## src/hw/pc_guard_defines.svh

```systemverilog
// PC hardening checker width definitions
// Shared by the package and by the comparator for address assembly

`ifndef PC_GUARD_DEFINES_SVH
`define PC_GUARD_DEFINES_SVH

// Width of a fetch PC or any target address
`define PC_GUARD_PC_W 32

// Width of the mtvec base field
// Exception target is this field followed by zero bits up to PC width
`define PC_GUARD_TVEC_W 25

`endif

```

## src/hw/pc_guard_pkg.sv

```systemverilog
// PC hardening checker types
// Address vectors, the PC source selector and the bundles passed
// between capture, tracker and comparator

`include "pc_guard_defines.svh"

package pc_guard_pkg;

  // One PC or target address
  typedef logic [`PC_GUARD_PC_W-1:0]   pc_t;

  // Trap vector base as held in mtvec
  typedef logic [`PC_GUARD_TVEC_W-1:0] tvec_t;

  // Source of the next fetch PC as chosen by the controller
  typedef enum logic [2:0] {
    PC_BOOT     = 3'd0,
    PC_JUMP     = 3'd1,
    PC_BRANCH   = 3'd2,
    PC_MRET     = 3'd3,
    PC_TRAP_EXC = 3'd4,
    PC_WB_PLUS4 = 3'd5
  } pc_mux_e;

  // Instruction currently held in ID
  typedef struct packed {
    logic instr_valid;
    pc_t  pc;
    logic compressed;
  } if_id_pipe_t;

  // Controller strobes for one cycle
  typedef struct packed {
    logic    pc_set;
    pc_mux_e pc_mux;
    logic    jump_in_id;
    logic    kill_id;
    logic    id_done;
  } ctrl_req_t;

  // Registered context handed from tracker to comparator
  typedef struct packed {
    logic    pc_set_q;
    logic    if_id_q;
    pc_mux_e pc_mux_q;
    logic    compare_enable_q;
    logic    jmp_taken_q;
    logic    enable_q;
  } check_ctx_t;

endpackage

```

## src/hw/if_id_capture.sv

```systemverilog
// IF/ID capture for the PC hardening checker
// Holds the instruction that left IF and pulses when a transfer occurred,
// marking the following cycle as due for a sequential PC check

module if_id_capture (
  input  logic                      clk,
  input  logic                      rst_n,
  input  logic                      if_valid_i,
  input  logic                      id_ready_i,
  input  pc_guard_pkg::pc_t         pc_if_i,
  input  logic                      if_compressed_i,
  input  logic                      kill_id_i,
  output pc_guard_pkg::if_id_pipe_t if_id_pipe_o,
  output logic                      if_id_xfer_o
);

  ///////////////////////////////
  // Transfer detection
  ///////////////////////////////

  // IF hands over only when ID can accept
  logic xfer;
  logic instr_valid_q;
  logic xfer_q;

  // Payload of the ID stage copy
  pc_guard_pkg::pc_t pc_q;
  logic              compressed_q;

  assign xfer = if_valid_i && id_ready_i;

  // Valid bit and transfer pulse
  always_ff @(posedge clk or negedge rst_n) begin
    if (!rst_n) begin
      instr_valid_q <= 1'b0;
      xfer_q        <= 1'b0;
    end else begin
      xfer_q <= xfer;
      // A kill empties ID even if IF offers a new instruction
      if (kill_id_i) begin
        instr_valid_q <= 1'b0;
      end else if (xfer) begin
        instr_valid_q <= 1'b1;
      end
    end
  end

  // PC and size follow every transfer, held under back-pressure
  always_ff @(posedge clk) begin
    if (xfer) begin
      pc_q         <= pc_if_i;
      compressed_q <= if_compressed_i;
    end
  end

  ///////////////////////////////
  // Outputs
  ///////////////////////////////

  assign if_id_pipe_o.instr_valid = instr_valid_q;
  assign if_id_pipe_o.pc          = pc_q;
  assign if_id_pipe_o.compressed  = compressed_q;
  assign if_id_xfer_o             = xfer_q;

endmodule

```

## src/hw/pc_set_tracker.sv

```systemverilog
// PC set tracker for the PC hardening checker
// Registers the controller's PC redirects, the selected PC source,
// the sticky compare enable, the jump taken flag and the delayed enable

module pc_set_tracker (
  input  logic                     clk,
  input  logic                     rst_n,
  input  pc_guard_pkg::ctrl_req_t  ctrl_i,
  input  logic                     hardening_en_i,
  input  logic                     if_id_valid_i,
  output pc_guard_pkg::check_ctx_t ctx_o
);

  // Registered redirect, excluding sources that cannot be recomputed
  logic                  pc_set_q;
  // Source of the last redirect
  pc_guard_pkg::pc_mux_e pc_mux_q;
  // Set by the first redirect after reset, never cleared
  logic                  compare_enable_q;
  // Jump or mret taken and instruction not yet retired from ID
  logic                  jmp_taken_q;
  // Hardening enable one cycle late
  logic                  enable_q;

  // Redirects whose target is recomputed by the comparator
  logic checked_set;
  // Redirects that come from a jump or mret in ID
  logic jump_set;

  assign checked_set = ctrl_i.pc_set && (ctrl_i.pc_mux != pc_guard_pkg::PC_WB_PLUS4);
  assign jump_set    = ctrl_i.pc_set &&
                       ((ctrl_i.pc_mux == pc_guard_pkg::PC_JUMP) ||
                        (ctrl_i.pc_mux == pc_guard_pkg::PC_MRET));

  ///////////////////////////////
  // Context registers
  ///////////////////////////////

  always_ff @(posedge clk or negedge rst_n) begin
    if (!rst_n) begin
      pc_set_q         <= 1'b0;
      pc_mux_q         <= pc_guard_pkg::PC_BOOT;
      compare_enable_q <= 1'b0;
      jmp_taken_q      <= 1'b0;
      enable_q         <= 1'b0;
    end else begin
      pc_set_q <= checked_set;
      enable_q <= hardening_en_i;

      // Every redirect updates the source and arms checking
      if (ctrl_i.pc_set) begin
        pc_mux_q         <= ctrl_i.pc_mux;
        compare_enable_q <= 1'b1;
      end

      // Retire or kill of the jump in ID wins over a new jump
      if (ctrl_i.id_done || ctrl_i.kill_id) begin
        jmp_taken_q <= 1'b0;
      end else if (jump_set) begin
        jmp_taken_q <= 1'b1;
      end
    end
  end

  ///////////////////////////////
  // Context bundle
  ///////////////////////////////

  assign ctx_o.pc_set_q         = pc_set_q;
  // Sequential check applies only when no redirect was registered
  assign ctx_o.if_id_q          = if_id_valid_i && !pc_set_q;
  assign ctx_o.pc_mux_q         = pc_mux_q;
  assign ctx_o.compare_enable_q = compare_enable_q;
  assign ctx_o.jmp_taken_q      = jmp_taken_q;
  assign ctx_o.enable_q         = enable_q;

endmodule

```

## src/hw/pc_compare.sv

```systemverilog
// PC comparator for the PC hardening checker
// Recomputes the expected fetch PC from the registered context,
// compares it with the IF stage PC and checks jump decisions in ID

`include "pc_guard_defines.svh"

module pc_compare (
  input  pc_guard_pkg::check_ctx_t  ctx_i,
  input  pc_guard_pkg::if_id_pipe_t if_id_pipe_i,
  input  logic                      if_id_xfer_i,
  input  pc_guard_pkg::pc_t         pc_if_i,
  input  logic                      jump_in_id_i,
  input  logic                      id_done_i,
  input  pc_guard_pkg::pc_t         jump_target_i,
  input  pc_guard_pkg::pc_t         branch_target_i,
  input  pc_guard_pkg::pc_t         mepc_i,
  input  pc_guard_pkg::tvec_t       mtvec_addr_i,
  input  pc_guard_pkg::pc_t         boot_addr_i,
  input  logic                      hardening_en_i,
  output logic                      pc_err_o
);

  // Zero padding below the mtvec base
  localparam int unsigned TVEC_PAD_W = `PC_GUARD_PC_W - `PC_GUARD_TVEC_W;

  pc_guard_pkg::pc_t incr_addr;
  pc_guard_pkg::pc_t ctrl_flow_addr;
  pc_guard_pkg::pc_t check_addr;

  logic addr_due;
  logic addr_err;
  logic dec_en;
  logic taken_err;
  logic untaken_err;

  ///////////////////////////////
  // Address recompute
  ///////////////////////////////

  // Next sequential PC after the instruction in ID
  assign incr_addr = if_id_pipe_i.pc +
                     (if_id_pipe_i.compressed ? pc_guard_pkg::pc_t'(2) : pc_guard_pkg::pc_t'(4));

  // Target chosen by the registered selector
  // A glitched selector picks a wrong source and shows up as a mismatch
  always_comb begin
    case (ctx_i.pc_mux_q)
      pc_guard_pkg::PC_JUMP:     ctrl_flow_addr = jump_target_i;
      pc_guard_pkg::PC_BRANCH:   ctrl_flow_addr = branch_target_i;
      pc_guard_pkg::PC_MRET:     ctrl_flow_addr = mepc_i;
      pc_guard_pkg::PC_TRAP_EXC: ctrl_flow_addr = {mtvec_addr_i, {TVEC_PAD_W{1'b0}}};
      default:                   ctrl_flow_addr = {boot_addr_i[`PC_GUARD_PC_W-1:2], 2'b00};
    endcase
  end

  // Redirect has priority, folded into the tracker's sequential flag
  // Bit 0 cleared since instructions are halfword aligned
  assign check_addr = ctx_i.if_id_q ? incr_addr :
                      {ctrl_flow_addr[`PC_GUARD_PC_W-1:1], 1'b0};

  // Check due the cycle after a redirect or an IF to ID transfer
  assign addr_due = ctx_i.pc_set_q || if_id_xfer_i;
  assign addr_err = hardening_en_i && addr_due && (check_addr != pc_if_i);

  ///////////////////////////////
  // Decision check
  ///////////////////////////////

  // First enabled cycle ignored, pipeline may hold stale state then
  assign dec_en = hardening_en_i && ctx_i.enable_q;

  // Taken jump must still have its jump in ID
  assign taken_err   = dec_en && ctx_i.jmp_taken_q && !jump_in_id_i;
  // Jump in ID finishing without having redirected
  assign untaken_err = dec_en && !ctx_i.jmp_taken_q && jump_in_id_i &&
                       if_id_pipe_i.instr_valid && id_done_i;

  // Nothing reported before the first redirect after reset
  assign pc_err_o = (addr_err || taken_err || untaken_err) && ctx_i.compare_enable_q;

endmodule

```

## src/hw/pc_guard_top.sv

```systemverilog
// PC hardening checker top level
// Captures IF to ID transfers, tracks controller redirects and flags
// any fetch PC or jump decision that disagrees with the recomputed value

module pc_guard_top (
  input  logic                    clk,
  input  logic                    rst_n,
  // Fetch stage
  input  logic                    if_valid_i,
  input  logic                    id_ready_i,
  input  pc_guard_pkg::pc_t       pc_if_i,
  input  logic                    if_compressed_i,
  // Controller strobes
  input  pc_guard_pkg::ctrl_req_t ctrl_i,
  // Target sources
  input  pc_guard_pkg::pc_t       jump_target_i,
  input  pc_guard_pkg::pc_t       branch_target_i,
  input  pc_guard_pkg::pc_t       mepc_i,
  input  pc_guard_pkg::tvec_t     mtvec_addr_i,
  input  pc_guard_pkg::pc_t       boot_addr_i,
  input  logic                    hardening_en_i,
  output logic                    pc_err_o
);

  pc_guard_pkg::if_id_pipe_t if_id_pipe;
  logic                      if_id_xfer;
  pc_guard_pkg::check_ctx_t  ctx;

  if_id_capture u_capture (
    .clk             (clk),
    .rst_n           (rst_n),
    .if_valid_i      (if_valid_i),
    .id_ready_i      (id_ready_i),
    .pc_if_i         (pc_if_i),
    .if_compressed_i (if_compressed_i),
    .kill_id_i       (ctrl_i.kill_id),
    .if_id_pipe_o    (if_id_pipe),
    .if_id_xfer_o    (if_id_xfer)
  );

  pc_set_tracker u_tracker (
    .clk            (clk),
    .rst_n          (rst_n),
    .ctrl_i         (ctrl_i),
    .hardening_en_i (hardening_en_i),
    .if_id_valid_i  (if_id_xfer),
    .ctx_o          (ctx)
  );

  pc_compare u_compare (
    .ctx_i           (ctx),
    .if_id_pipe_i    (if_id_pipe),
    .if_id_xfer_i    (if_id_xfer),
    .pc_if_i         (pc_if_i),
    .jump_in_id_i    (ctrl_i.jump_in_id),
    .id_done_i       (ctrl_i.id_done),
    .jump_target_i   (jump_target_i),
    .branch_target_i (branch_target_i),
    .mepc_i          (mepc_i),
    .mtvec_addr_i    (mtvec_addr_i),
    .boot_addr_i     (boot_addr_i),
    .hardening_en_i  (hardening_en_i),
    .pc_err_o        (pc_err_o)
  );

endmodule

```

## config.mk

```make
export PLATFORM = sky130hd
export DESIGN_NAME = pc_guard_top
export DESIGN_NICKNAME = d
export VERILOG_FILES = /design/src/hw/pc_guard_pkg.sv /design/src/hw/if_id_capture.sv /design/src/hw/pc_set_tracker.sv /design/src/hw/pc_compare.sv /design/src/hw/pc_guard_top.sv
export VERILOG_INCLUDE_DIRS = /design/src /design/src/hw
export SDC_FILE = /design/constraint.sdc
export NUM_CORES = 1
export LEC_CHECK = 0
export BUFFER_PORTS_ARGS = -buffer_cell sky130_fd_sc_hd__buf_2
export CAP_MARGIN = 30
export CORE_UTILIZATION = 40
export CTS_BUF_LIST = sky130_fd_sc_hd__clkbuf_4 sky130_fd_sc_hd__clkbuf_8 sky130_fd_sc_hd__clkbuf_16
export CTS_CLUSTER_DIAMETER = 30
export DETAILED_ROUTE_END_ITERATION = 7
export PLACE_DENSITY = 0.72
export SKIP_LAST_GASP = 1
export SLEW_MARGIN = 5
export SYNTH_ARGS = -nofsm -noshare
export SYNTH_HDL_FRONTEND = slang
export SYNTH_SLANG_ARGS = --single-unit
```

## constraint.sdc

```tcl
create_clock -name clk -period 5.2 [get_ports clk]
set_input_delay 1.04 -clock clk [delete_from_list [all_inputs] [get_ports clk]]
set_output_delay 1.04 -clock clk [all_outputs]
set_load 0.01 [all_outputs]
```

==> flow_summary.yaml, run 1 <==
drt:
  wl_per_cell_um: 19.90
  vias: 5044
  drt-total-wl_um: 16600
  drtPass1Iterations: 6
  drc_errors: 0
  drt_iter0_markers: 382
  ant_nets: 0
  vias_per_cell: 6.048
clock_tree:
  clk_latency_ns: 0.30
  cts_root_buf: "clkbuf_8"
  cts-htree-levels: 2
  cts.sinks: 42
  ctsHoldBuffers: 0
  clk_pin_slew_ns: 0.09
  post-cts-setup-buffer-count: 0
  cts_resized: 0
  cts_made_buffers: 5
  clockBufferDepth: 2
  cts_tree: "built"
place:
  hpwl_um: 13530
  place_inst: 826
  portBuffers: 193
  finalWeightedCongestion: 0.9198
synth:
  syn-cell-area_mm2: 0.004389
  yosysTopAreaCell: "edfxtp_1"
  synthCells: 513
  synth_nets: 714
  synth_seq_cells: 42
  syn_area_per_cell_um2: 8.556
  synth_top_area_frac: 0.2258
  yosysWarningCount: 0
  yosysMostFrequentCell: "nand2_1"
  synth_common_cells: "nand2_1, nor2_1, edfxtp_1"
  synth_enable_flop_cells: 33
  netlist-cell-type-count: 67
  yosys-top-cells-area: "edfxtp_1, xnor2_1, dfrtp_1, mux2i_1, nand2_1"
  yosysSeqAreaShare: 0.2771
  async_reset_ff_frac: 0.2143
  synth_flop_cell: "edfxtp_1"
die:
  die_y_um: 106.8
  fp.dieArea_mm2: 0.01140
  num_io_pins: 199
  die_width_um: 106.8
  rows: 37
  core_mm2: 0.01046
  start_util: 0.4195
finish:
  fill_cells: 1035
  area_growth_pct: 27.42
  layout-drive-gt1-share: 0.3481
  fin_cells: 834
  antennaDiodeCount: 0
  final_nets: 898
  post-route-util: 0.5346
  regArea_mm2: 0.001219
  multi_input_area_mm2: 0.002979
critical_path:
  critPathTopFamily: "simple AND/OR/NAND/NOR gates"
  critPathMaxFanout: 7
  rrSetupSlack_ns: 3.71
  cp.required_ns: 4.16
  crit_path_frequent_cell: "nand2_1"
  slowest_delay_ns: 0.55
  crit_type: "flip-flop to primary output"
  arrival_ns: 3.70
  crit_buf_inv: 1
  crit_path_start_kind: "flip-flop"
  crit_chain: "ha_1 > fa_1 > nand4_1 > nor3_2 > nand2_1 > xnor2_1 > o221ai_1 > o211ai_1 > nand2_1 > nor4_1 > a31oi_1 > buf_2"
  cp-end-kind: "primary output"
  slowest_stage: "nor3_2"
timing:
  relSlewSlack: 0.3466
  finalSetupTns_ns: 0
  fin_crit_sh: 0.9121
  slew_viol_final: 0
  period_minus_slack_ns: 4.743
  worst_pin_slew_ns: 0.9679
  max_clock_freq_mhz: 210.9
  setup_viol: 0
  hold_viol_final: 0
  skew_ns: 0
  rsz0062_at_grt: "false"
global_route:
  grt_use_total: 0.2931
  grt_pass1_wl_um: 25700
  grt_max_degree: 36
  grt_pass1_vias: 4923
  antenna_found_initial: 0
  grt_overflow: 0
pwr:
  power.static_leakage_nw: 2.327
  peakVddDrop_v: 0.0001057
  finalPower_mw: 1.158
  p_per_area_mw_per_mm2: 207.0
status:
  run_status: "completed"
flow_run:
  maxCapViolCount: 0
min_path:
  min_path_type: "flip-flop to flip-flop"
worst paths after layout:
path                                             from  depth (start not counted)                         end
min                        u_tracker.compare_enable_q                          1  u_tracker.compare_enable_q
max                            u_capture.compressed_q                         12                    pc_err_o
min reg2reg                u_tracker.compare_enable_q                          1  u_tracker.compare_enable_q
max in group asynchronous                       rst_n                          1       u_tracker.pc_mux_q[0]
max reg2reg                     u_tracker.pc_mux_q[2]                          3       u_tracker.pc_mux_q[2]
min in group asynchronous                       rst_n                          1       u_tracker.jmp_taken_q
where the power goes:
part / switching, mW / total, mW / internal, mW
Clock: 0.129 / 0.270 / 0.142
Sequential: 0.0314 / 0.419 / 0.388
Combinational: 0.257 / 0.468 / 0.212
through the flow:
step	cell area [um^2]	setup slack, ns	hold slack [ns]
floorplan	4389	1.454	0.4295
global placement	5484	0.8129	0.4459
detailed placement	5484	0.7420	0.4721
CTS	5593	0.4536	0.4943
global route	5593	0.1216	0.5188
finish	5593	0.4573	0.4992
state kept, by name (all words and copies together), names as in the netlist:
name	flops
u_capture.pc_q	32
u_tracker.pc_mux_q	3
u_capture.compressed_q	1
u_capture.if_id_xfer_o	1
u_capture.instr_valid_q	1
u_tracker.compare_enable_q	1
u_tracker.enable_q	1
u_tracker.jmp_taken_q	1
u_tracker.pc_set_q	1
metal layers:
layer / vias to the layer above / share of wire / track usage / wire (um)
met5: - / 0 / 0 / 0
met4: 0 / 0.025 / 0.08708 / 418
met3: 36 / 0.099 / 0.05957 / 1636
met2: 288 / 0.47 / 0.4834 / 7744
met1: 2378 / 0.41 / 0.3862 / 6797
li1: 2342 / - / - / -
placed cells by master (no fill, tap or decap), drive strengths merged, types with 11 or more instances in the layout:
cell type,n
a21oi,21
a31oi,13
buf,208
edfxtp,33
mux2i,22
nand2,55
nand2b,13
nand3,19
nand4,13
nor2,46
nor3,12
nor4,11
o21ai,28
o221ai,12
xnor2,29
xor2,20
layout make-up:
type                            count  area share
Multi-Input combinational cell    430      0.5327
Sequential cell                    42      0.2179
Timing Repair Buffer              208      0.1928
Tap cell                          136     0.03043
Clock buffer                        5     0.01230
Clock inverter                      3    0.007159
Inverter                           10    0.006711
cell families after synthesis:
kind of cell | after synthesis | synth area share
AOI/OAI and AO/OA | 145 | 0.2329
xor gates and xnor gates | 49 | 0.09778
adders and majority gates | 3 | 0.01026
buffers and inverters | 41 | 0.04590
DFF | 42 | 0.2771
muxes | 35 | 0.1058
and+or+nand+nor | 198 | 0.2303
Power figures use the tool's default switching activity.
==> inputs of run 2 (changes only) <==
- CAP_MARGIN: 30 -> 15
- CTS_BUF_LIST: sky130_fd_sc_hd__clkbuf_4 sky130_fd_sc_hd__clkbuf_8 sky130_fd_sc_hd__clkbuf_16 -> sky130_fd_sc_hd__clkbuf_16
==> run 2 against run 1 <==
  * Final area up 1.0%
  * Critical path depth unchanged
  * Clock power up 36%
  * Clock skew unchanged
  * Hold slack worse by 0.0084 ns
  * Clock-buffer cell count unchanged
  * Wire length up 0.46%
  * Utilization up 0.54 points
  * Sequential share of layout area down 0.22 points
  * Global-route usage down 0.086 points
  * Flip-flop and latch count unchanged
==> flow_summary.yaml, run 2 (same netlist as run 1, synthesis figures left out) <==
status:
  run_status: "completed"
place:
  hpwl_um: 13530
  finalWeightedCongestion: 0.9198
  placed_cell_area_mm2: 0.005484
  portBuffers: 193
critical_path:
  cp-end-kind: "primary output"
  crit_type: "flip-flop to primary output"
  rrSetupSlack_ns: 3.71
  crit_buf_inv: 1
  slowest_delay_ns: 0.57
  reg2reg_depth: 3
  crit_path_frequent_cell: "nand2_1"
  slowest_stage: "nor3_2"
  r2r_end: "u_tracker.pc_mux_q[2]"
  crit_path_start_kind: "flip-flop"
  crit_chain: "ha_1 > fa_1 > nand4_1 > nor3_2 > nand2_1 > xnor2_1 > o221ai_1 > o211ai_1 > nand2_1 > nor4_1 > a31oi_1 > buf_2"
  cp.required_ns: 4.16
  arrival_ns: 3.71
  r2r-start: "u_tracker.pc_mux_q[2]"
  critPathMaxFanout: 7
  critPathTopFamily: "simple AND/OR/NAND/NOR gates"
timing:
  max_clock_freq_mhz: 210.5
  worst_pin_slew_ns: 1.017
  skew_ns: 0
  slew_viol_final: 0
  rsz0062_at_grt: "false"
  relSlewSlack: 0.3134
  finalSetupTns_ns: 0
  fin_crit_sh: 0.9134
  setup_viol: 0
  hold_viol_final: 0
  period_minus_slack_ns: 4.750
min_path:
  min_from: "u_tracker.compare_enable_q"
  hold_depth: 1
  holdPathEnd: "u_tracker.compare_enable_q"
  min_path_type: "flip-flop to flip-flop"
finish:
  layout-drive-gt1-share: 0.3481
  final_nets: 898
  post-route-util: 0.5399
  antennaDiodeCount: 0
  fin_area_mm2: 0.005649
  final_cell_mix: "buf_2, nand2_1, nor2_1"
  regMostFlops: "u_capture.pc_q"
  reg_top3: "u_capture.pc_q (32), u_tracker.pc_mux_q (3)"
  layout.cells.most_common: "buf_2"
  area_growth_pct: 28.71
  largest_reg_flops: 32
flow_run:
  maxCapViolCount: 0
clock_tree:
  post-cts-setup-buffer-count: 0
  cts_tree: "built"
  clk_latency_ns: 0.29
  cts.sinks: 42
  cts_root_buf: "clkbuf_16"
  cts-htree-levels: 2
  clockBufferDepth: 2
  clk_pin_slew_ns: 0.07
  cts_resized: 0
  cts_made_buffers: 5
  ctsHoldBuffers: 0
drt:
  drc_errors: 0
  drtPass1Iterations: 5
  wl_per_cell_um: 19.99
  vias: 5066
  vias_per_cell: 6.074
  ant_nets: 0
  drt_iter0_markers: 342
  drt-total-wl_um: 16670
die:
  num_io_pins: 199
  core_mm2: 0.01046
  die_width_um: 106.8
  rows: 37
  fp.dieArea_mm2: 0.01140
  die_y_um: 106.8
  start_util: 0.4195
global_route:
  antenna_found_initial: 0
  grt_max_degree: 36
  grt_pass1_wl_um: 25660
  grt_overflow: 0
  grt_use_total: 0.2923
  grt_pass1_vias: 4936
pwr:
  p_per_area_mw_per_mm2: 221.9
  peakVddDrop_v: 0.0001171
  power.static_leakage_nw: 2.353
-- run 2: report_power, final --
part,switching (mW),leakage (nW),internal (mW)
logic,0.257,1.85,0.212
registers,0.0312,0.416,0.388
clock network,0.141,0.0836,0.225
total,0.429,2.35,0.825
-- run 2: per-stage QoR --
step           total power, mW  worst slack (ns)  hold slack [ns]  cells
6_report                 1.254            0.4501           0.4907    834
3_5_place_dp            0.8854            0.7420           0.4721    826
2_1_floorplan           0.7027             1.454           0.4295    513
4_1_cts                  1.244            0.4833           0.4885    834
3_3_place_gp            0.8770            0.8129           0.4459    826
5_1_grt                  1.307            0.1562           0.5124    834
-- run 2: worst register-to-register path, cell delays in order, from the launching register on --
cell and delay [ns]:
dfrtp_2 0.59, buf_4 0.32, inv_1 0.28, o21ai_0 0.23
-- run 2: routing by layer --
metal  routed length, um  vias up  share of wire  global-route usage
met3                1600       31          0.096             0.05957
met2                7837      290           0.47              0.4857
met5                   0        -              0                   0
met1                6864     2404           0.41              0.3840
met4                 371        0          0.022             0.08121
li1                    -     2341              -                   -
-- run 2: worst max path at each step --
| stage | to | from | slack [ns] | depth (start not counted) |
|---|---|---|---|---|
| detailed placement | pc_err_o | boot_addr_i[26] | 0.74 | 11 |
| finish | pc_err_o | u_capture.compressed_q | 0.45 | 12 |
| floorplan | pc_err_o | branch_target_i[16] | 1.45 | 9 |
| CTS | pc_err_o | u_capture.compressed_q | 0.48 | 12 |
| global placement | pc_err_o | u_capture.compressed_q | 0.81 | 12 |
| global route | pc_err_o | u_capture.compressed_q | 0.16 | 12 |
-- run 2: layout make-up --
class | instances | area, um^2
inverter | 10 | 37.54
tap | 136 | 170.2
clock inverter | 3 | 40.04
multi-input combinational | 430 | 2979
fill | 1025 | 4813
timing repair buffer | 208 | 1079
sequential | 42 | 1219
clock buffer | 5 | 125.1
==> inputs of run 3 (changes only) <==
- PLACE_DENSITY: 0.72 -> 0.71
- SYNTH_HIERARCHICAL: default -> 1
==> run 3 against run 2 <==
  * Synthesized cell count is 0.97% higher
  * Via count is 1.1% lower
  * Power is 2.3% lower
  * Sequential share of layout area is 0.50 points lower
  * Area after synthesis is 3.8% higher
  * Critical path depth stayed put
  * Die area is 3.7% higher
  * Final area is 2.3% higher
  * Global-route usage is 0.67 points lower
  * Sequential power hardly changed
  * Non-clock buffer count stayed put
  * Fmax is 0.24% higher
  * Largest cell class unchanged
==> flow_summary.yaml, run 3 <==
critical_path:
  crit_start: "u_capture/compressed_q"
  rrSetupSlack_ns: 4.12
  r2r_end: "u_tracker/pc_mux_q[0]"
  cp.required_ns: 4.16
  cp-endpoint: "pc_err_o"
  crit_type: "flip-flop to primary output"
  cp-end-kind: "primary output"
  crit_path_start_kind: "flip-flop"
  r2r-start: "u_tracker/pc_mux_q[0]"
  arrival_ns: 3.70
  critPathMaxFanout: 8
  reg2reg_depth: 1
clock_tree:
  post-cts-setup-buffer-count: 0
  cts_tree: "built"
  cts_resized: 0
  cts.sinks: 42
  ctsHoldBuffers: 0
  cts-htree-levels: 2
  clk_latency_ns: 0.29
  clockBufferDepth: 2
  clk_pin_slew_ns: 0.07
  cts_root_buf: "clkbuf_16"
  cts_made_buffers: 5
finish:
  regMostFlops: "u_capture/pc_q"
  reg_top3: "u_capture/pc_q (32), u_tracker/pc_mux_q (3)"
  final_cell_mix: "buf_2, edfxtp_1, nand2_1, xnor2_1, nor2_1"
  largest_reg_flops: 32
  layout-drive-gt1-share: 0.3467
  layout.cells.most_common: "buf_2"
  final_nets: 898
  area_growth_pct: 26.83
synth:
  synth_common_cells: "edfxtp_1, nand2_1, xnor2_1"
  yosysMostFrequentCell: "edfxtp_1"
  syn_area_per_cell_um2: 8.795
  yosys-top-cells-area: "edfxtp_1, mux2i_1, xnor2_1, dfrtp_1, mux4_2"
  synth_seq_cells: 42
  synth_nets: 719
  synthCells: 518
  async_reset_ff_frac: 0.2143
  yosysTopAreaCell: "edfxtp_1"
  yosysWarningCount: 6
  synth_enable_flop_cells: 33
  yosysSeqAreaShare: 0.2670
  netlist-cell-type-count: 78
  synth_top_area_frac: 0.2175
  synth_flop_cell: "edfxtp_1"
  syn-cell-area_mm2: 0.004556
timing:
  rsz0062_at_grt: "false"
  relSlewSlack: 0.4538
  worst_pin_slew_ns: 0.8193
  fin_crit_sh: 0.9112
  max_clock_freq_mhz: 211.0
  period_minus_slack_ns: 4.738
  hold-worst-slack_ns: 0.5056
  finalSetupTns_ns: 0
  hold_viol_final: 0
  slew_viol_final: 0
  skew_ns: 0
  setup_viol: 0
pwr:
  p_sw_mw: 0.4292
  seqPwrFrac: 0.345
  peakVddDrop_v: 0.0001627
  power.static_leakage_nw: 2.354
  intPower_mw: 0.7957
  p_per_area_mw_per_mm2: 212.0
  p_sw_frac: 0.3504
  comb_power_share: 0.401
  clkPwrFrac: 0.254
global_route:
  grt_use_total: 0.2856
  grt_max_degree: 49
  grt_pass1_wl_um: 25540
  antenna_found_initial: 1
  grt_pass1_vias: 4910
  grt_overflow: 0
place:
  hpwl_um: 13400
  finalWeightedCongestion: 1.004
  portBuffers: 193
die:
  die_y_um: 108.7
  fp.dieArea_mm2: 0.01182
  start_util: 0.4148
  core_mm2: 0.01098
  rows: 38
  num_io_pins: 199
  die_width_um: 108.7
min_path:
  min_path_type: "flip-flop to flip-flop"
drt:
  drt-total-wl_um: 16600
  ant_nets: 0
  drtPass1Iterations: 5
  vias_per_cell: 5.973
  drc_errors: 0
  drt_iter0_markers: 345
  wl_per_cell_um: 19.78
  vias: 5011
status:
  run_status: "completed"
flow_run:
  maxCapViolCount: 0
[run 3: cell types whose count changed after synthesis, moves of 7 or more]
cell and delta:
nor2_1 -18, mux2_1 +7, nand2_1 -25, o21ai_1 +17
or3_1 +7, o221ai_1 -7
[run 3: cell type report]
| class | count | area (um^2) |
|---|---|---|
| clock inverter | 3 | 20.02 |
| multi-input combinational | 426 | 3107 |
| sequential | 42 | 1217 |
| fill | 1051 | 5205 |
| clock buffer | 5 | 125.1 |
| tap | 140 | 175.2 |
| timing repair buffer | 208 | 1079 |
| inverter | 14 | 52.55 |
| antenna | 1 | 2.502 |
[run 3: metrics by stage]
stage / utilization / power [mW] / cells / area [um^2] / setup slack [ns]
2_1_floorplan: - / 0.7255 / 518 / 4556 / 0.9740
3_3_place_gp: 0.5126 / 0.8995 / 830 / 5630 / 0.5668
3_5_place_dp: 0.5126 / 0.9098 / 830 / 5630 / 0.5245
4_1_cts: 0.5259 / 1.221 / 838 / 5776 / 0.4827
5_1_grt: 0.5261 / 1.285 / 839 / 5778 / 0.2543
6_report: 0.5261 / 1.225 / 839 / 5778 / 0.4615
[run 3: logic make-up after synthesis]
| family | count (synthesis) | synth area share |
|---|---|---|
| AOI/OAI and AO/OA | 149 | 0.2247 |
| xor gates and xnor gates | 52 | 0.1030 |
| adders and majority gates | 3 | 0.009887 |
| buffers and inverters | 50 | 0.05163 |
| DFF | 42 | 0.2670 |
| muxes | 47 | 0.1335 |
| and+or+nand+nor | 175 | 0.2104 |
[run 3: worst max-delay path: stages (launching register included)]
cell,delay (ns)
edfxtp_1,0.39
inv_1,0.12
ha_1,0.24
a21oi_1,0.51
nor4_1,0.15
buf_4,0.19
nand4_1,0.17
mux2i_1,0.14
a221o_1,0.36
or4_1,0.51
nor4_1,0.31
a21oi_1,0.14
buf_2,0.17
[run 3: worst min-delay path by stage]
| stage | from | end | slack [ns] | cells past startpoint |
|---|---|---|---|---|
| 2_1_floorplan | u_tracker/compare_enable_q | u_tracker/compare_enable_q | 0.44 | 1 |
| 3_3_place_gp | u_capture/instr_valid_q | u_capture/instr_valid_q | 0.48 | 2 |
| 3_5_place_dp | u_capture/instr_valid_q | u_capture/instr_valid_q | 0.50 | 2 |
| 4_1_cts | u_capture/instr_valid_q | u_capture/instr_valid_q | 0.51 | 2 |
| 5_1_grt | u_capture/instr_valid_q | u_capture/instr_valid_q | 0.53 | 2 |
| 6_report | u_capture/instr_valid_q | u_capture/instr_valid_q | 0.51 | 2 |
[run 3: power by group through the flow]
stage | registers, mW | clock network (mW) | logic, mW
after floorplan | 0.411 | 0 | 0.314
after global placement | 0.427 | 0 | 0.472
after detailed placement | 0.428 | 0 | 0.481
after CTS | 0.422 | 0.314 | 0.485
after global routing | 0.427 | 0.327 | 0.531
final | 0.422 | 0.311 | 0.491
[run 3: metal layers]
metal / global-route usage / vias to the layer above / share of wire
met4: 0.1139 / 0 / 0.031
met1: 0.3728 / 2363 / 0.41
met3: 0.03467 / 38 / 0.073
met2: 0.4792 / 250 / 0.49
li1: - / 2360 / -
met5: 0 / - / 0
